===== config.mk =====
export PLATFORM = sky130hd
export DESIGN_NAME = link_test_top
export DESIGN_NICKNAME = d
export VERILOG_FILES = /design/src/common/link_pkg.sv /design/src/common/link_tx_if.sv /design/src/link_tx/link_train_ctrl.sv /design/src/link_tx/link_tx_datapath.sv /design/src/verilog/link_rx_checker.sv /design/src/verilog/link_test_top.sv
export SDC_FILE = /design/constraint.sdc
export NUM_CORES = 1
export LEC_CHECK = 0
export BUFFER_PORTS_ARGS = -buffer_cell sky130_fd_sc_hd__buf_4
export CAP_MARGIN = 0
export CORE_ASPECT_RATIO = 0.9
export CORE_UTILIZATION = 55
export CTS_BUF_LIST = sky130_fd_sc_hd__clkbuf_8
export DETAILED_ROUTE_END_ITERATION = 16
export GPL_TIMING_DRIVEN = 0
export HOLD_SLACK_MARGIN = 0.08
export PLACE_DENSITY = 0.79
export SETUP_SLACK_MARGIN = 0.4
export SLEW_MARGIN = 20
export SYNTH_ARGS = -nofsm -noshare
export SYNTH_HDL_FRONTEND = slang
export SYNTH_HIERARCHICAL = 1
export SYNTH_SLANG_ARGS = --single-unit

===== constraint.sdc =====
create_clock -name CLK -period 4.4 [get_ports CLK]
set_clock_uncertainty 0.1 [all_clocks]
set_input_delay 0.44 -clock CLK [delete_from_list [all_inputs] [get_ports CLK]]
set_output_delay 0.44 -clock CLK [all_outputs]
set_load 0.05 [all_outputs]

===== src/common/link_pkg.sv =====
package link_pkg;

  localparam int DATA_W = 64;
  localparam int CNT_W  = 10;

  typedef enum logic [1:0] {
    INIT          = 2'd0,
    DELAY_ADJUST  = 2'd1,
    WORD_ALIGN    = 2'd2,
    DATA_TRANSFER = 2'd3
  } link_state_t;

  // Number of pulled words spent in each phase.
  localparam int INIT_LEN   = 64;
  localparam int ADJUST_LEN = 256;
  localparam int ALIGN_LEN  = 1;
  localparam int DATA_LEN   = 1024;

  // Both windows are open at each end, on the down-counter value.
  localparam logic [CNT_W-1:0] PHY_INIT_LO = 64;
  localparam logic [CNT_W-1:0] PHY_INIT_HI = 196;
  localparam logic [CNT_W-1:0] TOGGLE_LO   = 32;
  localparam logic [CNT_W-1:0] TOGGLE_HI   = 224;

  localparam logic [DATA_W-1:0] TOGGLE_WORD = {16{4'hA}};
  localparam logic [DATA_W-1:0] ALIGN_WORD  = 64'hF731_8CEF_137F_FEC8;

  // Counter load value on entry to a phase, i.e. its length minus one.
  function automatic logic [CNT_W-1:0] phase_last(link_state_t s);
    int len;
    case (s)
      INIT:         len = INIT_LEN;
      DELAY_ADJUST: len = ADJUST_LEN;
      WORD_ALIGN:   len = ALIGN_LEN;
      default:      len = DATA_LEN;
    endcase
    len = len - 1;
    return len[CNT_W-1:0];
  endfunction

endpackage


===== src/common/link_tx_if.sv =====
`timescale 1ns/1ps

// Next-cycle view of the training sequencer, consumed by the transmit datapath.
interface link_tx_if;

  link_pkg::link_state_t        next_state;
  logic [link_pkg::CNT_W-1:0]   next_cnt;
  logic                         pull;  // Sink request as seen by the sequencer.
  logic                         clr;

  modport ctrl (
    output next_state,
    output next_cnt,
    output pull,
    output clr
  );

  modport dp (
    input next_state,
    input next_cnt,
    input pull,
    input clr
  );

endinterface


===== src/link_tx/link_train_ctrl.sv =====
`timescale 1ns/1ps

module link_train_ctrl (
  input  logic    CLK,
  input  logic    RSTX,
  input  logic    CLR,
  input  logic    DOPULL,
  output logic    PHY_INIT,
  link_tx_if.ctrl tx
);

  link_pkg::link_state_t        state;
  link_pkg::link_state_t        state_nxt;
  logic [link_pkg::CNT_W-1:0]   cnt;
  logic [link_pkg::CNT_W-1:0]   cnt_nxt;
  logic                         phase_end;
  logic                         phy_init_nxt;

  // The last word of a phase is being pulled.
  assign phase_end = DOPULL && (cnt == '0);

  always_comb begin
    state_nxt = state;
    if (phase_end) begin
      case (state)
        link_pkg::INIT:         state_nxt = link_pkg::DELAY_ADJUST;
        link_pkg::DELAY_ADJUST: state_nxt = link_pkg::WORD_ALIGN;
        link_pkg::WORD_ALIGN:   state_nxt = link_pkg::DATA_TRANSFER;
        default:                state_nxt = link_pkg::DELAY_ADJUST;  // Next frame.
      endcase
    end
  end

  always_comb begin
    if (!DOPULL) begin
      cnt_nxt = cnt;
    end else if (phase_end) begin
      cnt_nxt = link_pkg::phase_last(state_nxt);
    end else begin
      cnt_nxt = cnt - 1'b1;
    end
  end

  assign phy_init_nxt = (state_nxt == link_pkg::DELAY_ADJUST) &&
                        (cnt_nxt > link_pkg::PHY_INIT_LO) &&
                        (cnt_nxt < link_pkg::PHY_INIT_HI);

  always_ff @(posedge CLK or negedge RSTX) begin
    if (!RSTX) begin
      state    <= link_pkg::INIT;
      cnt      <= link_pkg::phase_last(link_pkg::INIT);
      PHY_INIT <= 1'b0;
    end else if (CLR) begin
      state    <= link_pkg::INIT;
      cnt      <= link_pkg::phase_last(link_pkg::INIT);
      PHY_INIT <= 1'b0;
    end else begin
      state    <= state_nxt;
      cnt      <= cnt_nxt;
      PHY_INIT <= phy_init_nxt;  // Lines up with DOUT from the datapath.
    end
  end

  // The datapath registers its outputs from the same next-cycle values.
  assign tx.next_state = state_nxt;
  assign tx.next_cnt   = cnt_nxt;
  assign tx.pull       = DOPULL;
  assign tx.clr        = CLR;

endmodule


===== src/link_tx/link_tx_datapath.sv =====
`timescale 1ns/1ps

module link_tx_datapath (
  input  logic                        CLK,
  input  logic                        RSTX,
  link_tx_if.dp                       tx,
  output logic                        DOPUSH,
  output logic [link_pkg::DATA_W-1:0] DOUT
);

  logic [link_pkg::DATA_W-1:0] test_cnt;
  logic [link_pkg::DATA_W-1:0] test_cnt_nxt;
  logic [link_pkg::DATA_W-1:0] dout_nxt;
  logic                        in_toggle;
  logic                        push_nxt;

  // The test counter runs on across frames, so the second frame starts past the first.
  assign test_cnt_nxt = (tx.pull && tx.next_state == link_pkg::DATA_TRANSFER) ?
                        test_cnt + 1'b1 : test_cnt;

  assign in_toggle = (tx.next_cnt > link_pkg::TOGGLE_LO) &&
                     (tx.next_cnt < link_pkg::TOGGLE_HI);

  always_comb begin
    case (tx.next_state)
      link_pkg::DELAY_ADJUST:  dout_nxt = in_toggle ? link_pkg::TOGGLE_WORD : '0;
      link_pkg::WORD_ALIGN:    dout_nxt = link_pkg::ALIGN_WORD;
      link_pkg::DATA_TRANSFER: dout_nxt = test_cnt_nxt;
      default:                 dout_nxt = '0;
    endcase
  end

  // Pulls during INIT are absorbed without a word.
  assign push_nxt = tx.pull && (tx.next_state != link_pkg::INIT);

  always_ff @(posedge CLK or negedge RSTX) begin
    if (!RSTX) begin
      test_cnt <= '0;
    end else if (tx.clr) begin
      test_cnt <= '0;
    end else begin
      test_cnt <= test_cnt_nxt;
    end
  end

  always_ff @(posedge CLK or negedge RSTX) begin
    if (!RSTX) begin
      DOPUSH <= 1'b0;
      DOUT   <= '0;
    end else if (tx.clr) begin
      DOPUSH <= 1'b0;
      DOUT   <= '0;
    end else begin
      DOPUSH <= push_nxt;
      DOUT   <= dout_nxt;  // Holds its pattern while the sink stalls.
    end
  end

endmodule


===== src/verilog/link_rx_checker.sv =====
`timescale 1ns/1ps

module link_rx_checker (
  input  logic                        CLK,
  input  logic                        RSTX,
  input  logic                        CLR,
  input  logic                        RX_VALID,
  input  logic [link_pkg::DATA_W-1:0] RX_DATA,
  output logic                        RX_ALIGNED,
  output logic [31:0]                 RX_WORDS,
  output logic [15:0]                 RX_ERRORS
);

  logic [link_pkg::DATA_W-1:0] expected;
  logic [link_pkg::DATA_W-1:0] base;
  logic [link_pkg::CNT_W-1:0]  idx;
  logic                        first_word;
  logic                        last_word;
  logic                        align_hit;
  logic                        data_word;
  logic                        mismatch;

  assign align_hit  = RX_VALID && !RX_ALIGNED && (RX_DATA == link_pkg::ALIGN_WORD);
  assign data_word  = RX_VALID && RX_ALIGNED;
  assign first_word = (idx == '0);
  assign last_word  = (idx == link_pkg::phase_last(link_pkg::DATA_TRANSFER));

  // The first data word after alignment sets the start value and cannot miss.
  assign mismatch = data_word && !first_word && (RX_DATA != expected);

  // A bad word still advances the expected value, so it is counted once.
  assign base = first_word ? RX_DATA : expected;

  always_ff @(posedge CLK) begin
    if (data_word) begin
      expected <= base + 1'b1;
    end
  end

  always_ff @(posedge CLK or negedge RSTX) begin
    if (!RSTX) begin
      RX_ALIGNED <= 1'b0;
      idx        <= '0;
    end else if (CLR) begin
      RX_ALIGNED <= 1'b0;
      idx        <= '0;
    end else if (align_hit) begin
      RX_ALIGNED <= 1'b1;
      idx        <= '0;
    end else if (data_word) begin
      if (last_word) begin
        RX_ALIGNED <= 1'b0;  // Frame done, look for the next alignment word.
        idx        <= '0;
      end else begin
        idx <= idx + 1'b1;
      end
    end
  end

  always_ff @(posedge CLK or negedge RSTX) begin
    if (!RSTX) begin
      RX_WORDS  <= '0;
      RX_ERRORS <= '0;
    end else if (CLR) begin
      RX_WORDS  <= '0;
      RX_ERRORS <= '0;
    end else begin
      if (data_word) begin
        RX_WORDS <= RX_WORDS + 1'b1;
      end
      if (mismatch) begin
        RX_ERRORS <= RX_ERRORS + 1'b1;
      end
    end
  end

endmodule


===== src/verilog/link_test_top.sv =====
`timescale 1ns/1ps

module link_test_top (
  input  logic                        CLK,
  input  logic                        RSTX,
  input  logic                        CLR,
  input  logic                        DOPULL,
  output logic                        DOPUSH,
  output logic                        PHY_INIT,
  output logic [link_pkg::DATA_W-1:0] DOUT,
  input  logic                        RX_VALID,
  input  logic [link_pkg::DATA_W-1:0] RX_DATA,
  output logic                        RX_ALIGNED,
  output logic [31:0]                 RX_WORDS,
  output logic [15:0]                 RX_ERRORS
);

  link_tx_if tx ();

  // Training sequencer, drives PHY_INIT and the next-cycle view.
  link_train_ctrl u_ctrl (
    .CLK      (CLK),
    .RSTX     (RSTX),
    .CLR      (CLR),
    .DOPULL   (DOPULL),
    .PHY_INIT (PHY_INIT),
    .tx       (tx.ctrl)
  );

  link_tx_datapath u_tx_dp (
    .CLK    (CLK),
    .RSTX   (RSTX),
    .tx     (tx.dp),
    .DOPUSH (DOPUSH),
    .DOUT   (DOUT)
  );

  // The receive side sees whatever is looped back outside this block.
  link_rx_checker u_rx_chk (
    .CLK        (CLK),
    .RSTX       (RSTX),
    .CLR        (CLR),
    .RX_VALID   (RX_VALID),
    .RX_DATA    (RX_DATA),
    .RX_ALIGNED (RX_ALIGNED),
    .RX_WORDS   (RX_WORDS),
    .RX_ERRORS  (RX_ERRORS)
  );

endmodule

# Word level (Yosys, flattened, before mapping)
# Index checks and enable logic that the tools add are counted.
# op_classes
n_eq_ne,8
reduce_logical,22
mux,29
addsub,7
n_lt_le_gt_ge,4
# ops
operator,count
2-to-1 mux 64 bit,5
case mux 64 bit (3 select lines),1
adder 64 x 1 -> 64 bit (second input constant),2
2-to-1 mux 10 bit,9
== test 64 bit (second input constant),1
2-to-1 mux 32 bit,2
inequality test 64 bit,1
adder 32 x 1 -> 32 bit (second input constant),1
2-to-1 mux 16 bit,2
case mux 9 bit (3 select lines),1
zero test 10 bit,2
< comparator 10 x 8 -> 1 bit (second input constant),2
adder 16 x 1 -> 16 bit (second input constant),1
logical AND 1 bit,11
adder 10 x 1 -> 10 bit (second input constant),1
== test 10 bit (second input constant),1
> comparator 10 x 6 -> 1 bit (second input constant),1
> comparator 10 x 7 -> 1 bit (second input constant),1
subtractor 10 x 1 -> 10 bit (second input constant),1
subtractor 10 x 2 -> 10 bit (second input constant),1
== test 2 bit (second input constant),3
2-to-1 mux 1 bit,6
nonzero test 2 bit,3
nonzero test 3 bit,2
other kinds (6),9
# word_totals
wordCells,81
ff_bits,265
in_bits,69

# Depth between registers and ports, before layout
# Gate-level depths: netlist of run 1.
# depth
depth_word,15
mapped_depth,19
ltp_nobuf,14

# Hierarchy
# The synthesis of run 1 kept the hierarchy.
# by_module_without_submodules
module,area_per_inst_um2,n_inst,cells_per_inst,seq_area_each_um2
link_rx_checker,9147.5,1,998,3398.3
link_tx_datapath,5941.9,1,591,3228.1
link_train_ctrl,954.7,1,107,332.8

# Worst setup path after synthesis of run 1
# Ideal clock, no wire load.
# synth_path
kind,flip-flop to flip-flop
startpoint,register u_rx_chk/idx[0] (netlist name)
endpoint,"register u_rx_chk/expected[60] (netlist name), data pin"
path_slack_ps,15
n_path_buf,5
setup_ps,261
stages_incl_launch_ff,20
required_ps,4039
arrival_time_ps,4025
path_cell_list,dfrtp_1 > inv_1 > ha_1 > nor3b_1 > nand3_2 > buf_2 > buf_2 > clkbuf_1 > buf_2 > clkbuf_1 > nand2_1 > nand2_1 > ha_1 > nand4_1 > nor4_1 > nand2_1 > a221o_1 > nor3_1 > nand2_1 > xor2_1
# synth_via
elab_chain_len,3
# synth_lines
item,line_no,source
start: declaration,link_rx_checker.sv:16,logic [link_pkg::CNT_W-1:0] idx;
start signal: assignment,link_rx_checker.sv:55,idx <= idx + 1'b1;
zero test 10 bit,link_rx_checker.sv:25,assign first_word = (idx == '0);
2-to-1 mux 64 bit,link_rx_checker.sv:32,assign base = first_word ? RX_DATA : expected;
adder 64 x 1 -> 64 bit,link_rx_checker.sv:36,expected <= base + 1'b1;
end signal: assignment,link_rx_checker.sv:36,
end: declaration,link_rx_checker.sv:14,logic [link_pkg::DATA_W-1:0] expected;
# No other way between the ends.
# A chain may end at the register's enable or synchronous reset.

# Worst setup path after layout of run 1
# layout_path
startpoint,register u_ctrl/cnt[5] (netlist name)
endpoint,register u_tx_dp/DOUT[41] (netlist name)
# layout_via
elab_chain_len,15
elab_cells_between_ends,22
classes_between,add/sub (2); order compare (2); eq/ne (3); mux (10); reduce/logical (5)
# layout_lines
item,line_no,source
start: declaration,link_train_ctrl.sv:14,logic [link_pkg::CNT_W-1:0] cnt;
start signal: assignment,link_train_ctrl.sv:51,cnt <= link_pkg::phase_last(link_pkg::INIT);
start signal: assignment,link_train_ctrl.sv:55,cnt <= link_pkg::phase_last(link_pkg::INIT);
start signal: assignment,link_train_ctrl.sv:59,cnt <= cnt_nxt;
zero test 10 bit *,link_train_ctrl.sv:20,assign phase_end = DOPULL && (cnt == '0);
logical AND 1 bit *,link_train_ctrl.sv:20,
2-to-1 mux 2 bit *,link_train_ctrl.sv:24,if (phase_end) begin
net tx.next_state[1],link_tx_if.sv:6,link_pkg::link_state_t next_state;
== test 2 bit (tied with other cells),"link_pkg.sv:31, link_tx_datapath.sv:25",
case mux 9 bit (3 select lines),link_pkg.sv:31,case (s)
2-to-1 mux 10 bit,link_train_ctrl.sv:37,end else if (phase_end) begin
2-to-1 mux 10 bit,link_train_ctrl.sv:35,if (!DOPULL) begin
subtractor 10 x 2 -> 10 bit,link_pkg.sv:37,len = len - 1;
2-to-1 mux 10 bit,link_train_ctrl.sv:37,
2-to-1 mux 10 bit,link_train_ctrl.sv:35,
> comparator 10 x 6 -> 1 bit or < comparator 10 x 8 -> 1 bit (tied branches),"link_tx_datapath.sv:21, link_tx_datapath.sv:22",
logical AND 1 bit,link_tx_datapath.sv:21,assign in_toggle = (tx.next_cnt > link_pkg::TOGGLE_LO) &&
2-to-1 mux 64 bit,link_tx_datapath.sv:26,link_pkg::DELAY_ADJUST: dout_nxt = in_toggle ? link_pkg::TOGGLE_WORD : '0;
case mux 64 bit (3 select lines) *,link_tx_datapath.sv:25,case (tx.next_state)
2-to-1 mux 64 bit *,link_tx_datapath.sv:50,end else if (tx.clr) begin
end signal: assignment,link_tx_datapath.sv:55,DOUT <= dout_nxt;
end: declaration,link_tx_datapath.sv:8,output logic [link_pkg::DATA_W-1:0] DOUT
# The timed path passes the listed nets; every way through them passes the cells marked *. The select of a mux whose other input is x is not followed.

==> results of run 1 <==
## timing repair
item,4_1_cts,5_1_grt
hold endpoints to repair,117,0
gates resized for setup,68,23
gates cloned,0,1
setup endpoints to repair,100,67
hold buffers,2,0
pin swaps,12,16
setup buffers,23,26
## worst register-to-register path: cells and delay by family (launching register included)
kind,cells,cell delay [ns]
AO/OA/AOI/OAI,1,0.20
buffers and inverters,4,0.73
flip-flops,1,0.40
AND/OR/NAND/NOR,7,2.49
## cell usage after synthesis, types with 13 or more instances
| cell | n |
|---|---|
| o211ai_1 | 13 |
| mux2i_1 | 67 |
| o21ai_0 | 62 |
| or4_1 | 25 |
| clkbuf_1 | 54 |
| a21oi_1 | 66 |
| buf_2 | 13 |
| xnor2_1 | 140 |
| dfrtp_1 | 195 |
| nor2_1 | 177 |
| edfxtp_1 | 64 |
| inv_1 | 25 |
| or3_1 | 32 |
| mux2_2 | 13 |
| nor2b_1 | 14 |
| and3_1 | 45 |
| nand4_1 | 124 |
| xor2_1 | 81 |
| a31oi_1 | 19 |
| nor4_1 | 34 |
| and4_1 | 18 |
| nand3_1 | 97 |
| nor3_1 | 48 |
| nand2_1 | 110 |
## report_power, final
group          total (W)  internal (W)  switching (W)
clock network    0.00242       0.00137        0.00105
registers        0.00252       0.00252     0.00000171
logic           0.000341      0.000119       0.000222
## flip-flops by register name, summed over array words and instances, names as in the netlist
register,flops
u_rx_chk/expected,64
u_ctrl/state,2
u_ctrl/PHY_INIT,1
u_tx_dp/DOUT,64
u_tx_dp/DOPUSH,1
u_rx_chk/idx,10
u_rx_chk/RX_WORDS,32
u_rx_chk/RX_ALIGNED,1
u_ctrl/cnt,10
u_rx_chk/RX_ERRORS,16
u_tx_dp/test_cnt,64
## through the flow
| step | instance area (µm²) | power [W] |
|---|---|---|
| finish | 19700 | 0.00529 |
| global placement | 17800 | 0.00289 |
| floorplan | 16100 | 0.00271 |
| global route | 19700 | 0.00544 |
| detailed placement | 17900 | 0.00290 |
| CTS | 19400 | 0.00530 |
## area by class of cell
class | count | area (µm²)
repair buffers | 228 | 1790
clock buffers | 59 | 812
plain buffers | 80 | 495
flip-flops and latches | 265 | 6960
inverters | 26 | 100
clock inverters | 20 | 164
fillers | 2211 | 8640
well taps | 360 | 450
diodes | 2 | 5.00
multi-input cells | 1325 | 8890
## how the worst max path moves through the flow
| stage | endpoint | slack, ns | startpoint |
|---|---|---|---|
| 3_5_place_dp | u_rx_chk/expected[58] | -1.19 | u_rx_chk/idx[0] |
| 6_report | u_tx_dp/DOUT[41] | 0.40 | u_ctrl/cnt[5] |
| 4_1_cts | u_tx_dp/DOUT[23] | 0.40 | u_ctrl/cnt[5] |
| 2_1_floorplan | u_rx_chk/expected[60] | 0.43 | u_rx_chk/idx[0] |
| 3_3_place_gp | u_rx_chk/expected[58] | -1.18 | u_rx_chk/idx[0] |
| 5_1_grt | u_tx_dp/DOUT[41] | 0.27 | u_ctrl/cnt[5] |
## metal layers
metal,part of all wire,wire length (µm)
met5,0,0
met2,0.44,23800
met3,0.11,6180
met1,0.41,22400
met4,0.030,1630
## logic make-up after synthesis
logic type	share of synthesized area
simple gates	0.282
flops	0.434
xor+xnor	0.121
compound gates	0.0774
buf+inv	0.0275
mux	0.0516
fa+ha+maj	0.00702
==> metrics.yaml, run 1 <==
timing:
  max_freq_mhz: 250
  drv_slew: 0
  hold_viol: 0
  worst_slew_pin_slew_ns: 0.961
  setup_ws_ns: 0.398
  finalCriticalPeriod_ns: 4.00
  finalCritPeriodShare: 0.910
  rsz0062_at_grt: "no"
  max-slew-margin-rel: 0.341
  timing.hold.ws_ns: 0.175
  setup_viol: 0
  setup_tns_ns: 0
global_routing:
  grt_pass1_wl_um: 81900
  grt_max_degree: 98
  overflow: 0
  antenna_found_initial: 0
  met1_usage: 0.495
  globalRouteMet2Util: 0.543
  met3_usage: 0.0860
  busiest_layer: "met2"
  grt_pass1_vias: 14442
  track_usage: 0.355
pwr:
  p_per_area_nw_per_um2: 269
  peakVddDrop_uv: 265
  cellLeakagePower_nw: 7.79
cts:
  cts.clk_slew.worst_paths_ns: 0.06
  cts.sinks: 265
  clock_latency_ns: 0.59
  htree_levels: 2
  numCtsBuffers: 44
  clk_path_buf_depth: 3
  cts_root_buf: "clkbuf_8"
  cts_tree: "yes"
critical_path:
  rr_worst_depth: 12
  crit_arrival_ns: 4.38
  r2r_end: "u_tx_dp/DOUT[41]"
  cp_slowest_cell: "or4_2"
  crit_fanout: 7
  r2r-start: "u_ctrl/cnt[5]"
  crit_chain: "or4_4 -> or4_1 -> buf_4 -> o21ai_4 -> buf_6 -> nand4_4 -> buf_6 -> nor4_4 -> nand4_1 -> buf_4 -> or4_2 -> nand3_1"
  cp-end-kind: "flop"
  worstSetupPathType: "flop to flop"
  crit_cells: 12
  path_buf_inv: 4
  cp-start-kind: "flop"
  max_stage_delay_ns: 0.60
  rrSetupSlack_ns: 0.40
  cp_top_family: "simple AND/OR/NAND/NOR gates"
  cp.required_ns: 4.78
synth:
  synth_top_flop_cell: "dfrtp_1"
  yosys_warnings: 6
  synth_top_area_cell: "dfrtp_1"
  syn-cell-area_um2: 16000
  synth_cell_types: 80
  ys_ff_latch: 265
  synth_area_leaders: "dfrtp_1 30%, edfxtp_1 12%, xnor2_1 7.6%, nand4_1 4.8%, xor2_1 4.4%"
  ys_seq_area_frac: 0.434
  syn_avg_cell_area_um2: 9.46
  synth_top_area_share: 0.304
  syn_inst: 1696
  mappedNetlistNets: 1774
  async_flop_share: 0.758
  synth_edf_count: 64
status:
  status: "finished clean"
job:
  maxCapViolations: 0
finish:
  fin_util: 0.695
  drive_above_1_share: 0.210
  fin_cells: 2365
  synthToLayoutAreaGrowth_pct: 22.6
  final_cell_mix: "225 x buf_4, 193 x dfrtp_1, 174 x nor2_1, 140 x xnor2_1, 124 x nand4_1"
  layout_commonest_cell: "buf_4"
  layout.nets: 2048
drt:
  routed_wl_um: 54000
  first_pass_iters: 6
  drt_iter0_markers: 1969
  antenna_left: 0
  drc: 0
  vias: 15412
  detail_route.vias_per_cell: 6.52
  wire_per_inst_um: 22.8
placed_design:
  dp_slack_ns: -1.19
  portBuffers: 172
  dp_cells: 2232
  gp_routability_congestion: 1.01
  dp_hpwl_um: 38100
floorplan:
  io_pins: 184
  die_w_um: 182
  core_um2: 28300
  rows: 58
  die_y_um: 164
  die_area_um2: 29900
  start_util: 0.567
min_path:
  hp-class: "input pin to asynchronous set/reset pin"
(Power assumes the default switching activity.)
==> run 2, diff against run 1 <==
CELL_PAD_IN_SITES_DETAIL_PLACEMENT = 0   (was unset)
CELL_PAD_IN_SITES_GLOBAL_PLACEMENT = 1   (was unset)
CORE_UTILIZATION = 43   (was 55)
PLACE_DENSITY = unset   (was 0.79)
PLACE_DENSITY_LB_ADDON = 0.1   (was unset)
==> run 2 against run 1 <==
Worst setup slack improved by 0.011 ns. Sequential power about the same. Final cell count increased by 4.9%. Largest cell class unchanged.
==> metrics.yaml, run 2 (synthesis results as in run 1) <==
critical_path:
  crit_arrival_ns: 4.24  # was 4.38 ns
  rr_worst_depth: 20  # was 12
  path_buf_inv: 8  # was 4
  cp-start-kind: "flop"  # unchanged
  cp_top_family: "simple AND/OR/NAND/NOR gates"  # unchanged
  worstSetupPathType: "flop to flop"  # unchanged
  crit_chain: "inv_2 -> ha_4 -> nor3b_4 -> and3_4 -> buf_12 -> buf_12 -> buf_12 -> buf_12 -> buf_12 -> nand2_4 -> nand2_4 -> ha_4 -> nand4_1 -> buf_4 -> nor2_4 -> nand4_1 -> a221oi_4 -> buf_4 -> nor3b_4 -> xnor2_1"  # was or4_4 -> or4_1 -> buf_4 -> o21ai_4 -> buf_6 -> nand4_4 -> buf_6 -> nor4_4 -> nand4_1 -> buf_4 -> or4_2 -> nand3_1
  cp-end-kind: "flop"  # unchanged
  crit_fanout: 4  # was 7
  max_stage_delay_ns: 0.47  # was 0.60 ns
  cp.required_ns: 4.65  # was 4.78 ns
  crit_cells: 20  # was 12
  cp_common_cell: "buf_12"
  cp_slowest_cell: "a221oi_4"  # was or4_2
finish:
  fin_util: 0.547  # was 0.695
  layout.nets: 2045  # was 2,048
  synthToLayoutAreaGrowth_pct: 24.2  # was 22.6%
  layout_commonest_cell: "buf_4"  # unchanged
  antenna_cells: 0  # was 2
  reg_top3: "u_rx_chk/expected x64, u_tx_dp/DOUT x64, u_tx_dp/test_cnt x64"  # unchanged
  stdcell_area_um2: 19900  # was 19,700 µm²
  final_cell_mix: "219 x buf_4, 190 x dfrtp_1, 173 x nor2_1, 140 x xnor2_1, 124 x nand4_1"  # was 225 x buf_4, 193 x dfrtp_1, 174 x nor2_1, 140 x xnor2_1, 124 x nand4_1
  fin_cells: 2481  # was 2,365
  drive_above_1_share: 0.214  # was 0.210
drt:
  routed_wl_um: 56300  # was 54,000 µm
  wire_per_inst_um: 22.7  # was 22.8 µm
  drt-met1-wl_um: 25000  # was 22,400 µm
  drt_iter0_markers: 1675  # was 1,969
  vias: 14957  # was 15,412
  wl_met2_um: 24700  # was 23,800 µm
  detail_route.vias_per_cell: 6.03  # was 6.52
  antenna_left: 0  # unchanged
  first_pass_iters: 5  # was 6
  drc: 0  # unchanged
  dr_wl_met3_um: 5260  # was 6180 µm
  topRoutingLayerUsed: "met4"  # unchanged
pwr:
  cellLeakagePower_nw: 7.83  # was 7.79 nW
  swShare: 0.244  # was 0.241
  p_sw_w: 0.00132  # was 0.00127 W
  p_per_area_nw_per_um2: 271  # was 269 nW/µm²
  peakVddDrop_uv: 220  # was 265 µV
  p_seq_frac: 0.467  # was 0.478
  p_int_w: 0.00409  # was 0.00401 W
  pwr-share-clk: 0.469  # was 0.458
  pwr-share-comb: 0.064  # about the same
placed_design:
  place_area_um2: 18100  # was 17,900 µm²
  gp_routability_congestion: 0.955  # was 1.01
  dp_cells: 2347  # was 2,232
  dp_hpwl_um: 40500  # was 38,100 µm
  portBuffers: 172  # unchanged
  dp_slack_ns: -1.27  # was -1.19 ns
timing:
  drv_slew: 0  # unchanged
  rsz0062_at_grt: "yes"  # was no
  timing.hold.ws_ns: 0.170  # was 0.175 ns
  setup_viol: 0  # unchanged
  finalCriticalPeriod_ns: 3.99  # was 4.00 ns
  max_freq_mhz: 251  # was 250 MHz
  worst_slew_pin_slew_ns: 0.916  # was 0.961 ns
  setup_ws_ns: 0.409  # was 0.398 ns
  finalCritPeriodShare: 0.907  # was 0.910
  max-slew-margin-rel: 0.381  # was 0.341
  hold_viol: 0  # unchanged
cts:
  cts_tree: "yes"  # unchanged
  cts.sinks: 265  # unchanged
  htree_levels: 2  # unchanged
  clk_path_buf_depth: 3  # unchanged
  cts_root_buf: "clkbuf_8"  # unchanged
  cts.clk_slew.worst_paths_ns: 0.06  # about the same
  clock_latency_ns: 0.60  # was 0.59 ns
  numCtsBuffers: 47  # was 44
global_routing:
  grt_pass1_wl_um: 86300  # was 81,900 µm
  overflow: 0  # unchanged
  antenna_found_initial: 0  # unchanged
  grt_max_degree: 92  # was 98
  grt_pass1_vias: 14580  # was 14,442
  track_usage: 0.296  # was 0.355
floorplan:
  io_pins: 184  # unchanged
  die_w_um: 206  # was 182 µm
  core_um2: 36400  # was 28,300 µm²
  rows: 66  # was 58
  start_util: 0.441  # was 0.567
  die_y_um: 185  # was 164 µm
  die_area_um2: 38100  # was 29,900 µm²
min_path:
  hold_path_depth: 4
  hp-class: "input pin to flop"  # was input pin to asynchronous set/reset pin
job:
  maxCapViolations: 0  # unchanged
status:
  status: "finished clean"  # unchanged
run 2: power by group through the flow:
stage / clock (W) / sequential, W / combinational (W)
2_1_floorplan: 0 / 0.00257 / 0.000144
3_3_place_gp: 0 / 0.00257 / 0.000321
3_5_place_dp: 0 / 0.00257 / 0.000331
4_1_cts: 0.00261 / 0.00252 / 0.000337
5_1_grt: 0.00272 / 0.00252 / 0.000374
6_report: 0.00254 / 0.00253 / 0.000345
run 2: tightest hold or removal path, delay by kind of cell:
kind / cells / cell delay, ns
buf+inv: 2 / 0.20
simple gates: 2 / 0.13
run 2: metrics by stage:
step	power (W)	setup TNS (ns)
2_1_floorplan	0.00271	0
3_3_place_gp	0.00289	-27.19
3_5_place_dp	0.00290	-25.76
4_1_cts	0.00547	0
5_1_grt	0.00561	0
6_report	0.00541	0
run 2: path summary, 6_finish.rpt:
| path | endpoint | start | slack, ns |
|---|---|---|---|
| min reg2reg | u_rx_chk/RX_ERRORS[15] | u_rx_chk/RX_ERRORS[15] | 0.46 |
| min | u_rx_chk/expected[0] | RX_DATA[0] | 0.17 |
| max reg2reg | u_rx_chk/expected[46] | u_rx_chk/idx[0] | 0.41 |
| max | u_rx_chk/expected[46] | u_rx_chk/idx[0] | 0.41 |
| min in group asynchronous | u_rx_chk/RX_WORDS[7] | RSTX | 0.19 |
| max in group asynchronous | u_ctrl/cnt[4] | RSTX | 2.77 |
run 2: final cells by class:
| cell class | instances | area (µm²) |
|---|---|---|
| Buffer | 80 | 509 |
| Clock buffer | 59 | 812 |
| Clock inverter | 28 | 225 |
| Fill cell | 3369 | 16500 |
| Inverter | 26 | 100 |
| Multi-Input combinational cell | 1325 | 8980 |
| Sequential cell | 265 | 6970 |
| Tap cell | 476 | 596 |
| Timing Repair Buffer | 222 | 1740 |
run 2: per-layer routing:
metal / GRT usage / up-vias
li1: - / 6819
met1: 0.422 / 7319
met2: 0.446 / 719
met3: 0.0676 / 100
met4: 0.0868 / 0
met5: 0 / -
run 2: repair_timing:
| item | CTS | global route |
|---|---|---|
| endpoints found under the setup margin | 97 | 66 |
| endpoints found under the hold margin | 114 | 0 |
| cloned | 0 | 0 |
| resized for setup | 74 | 43 |
| pin swaps | 16 | 23 |
| buffers inserted | 26 | 19 |
| hold buffers | 2 | 0 |
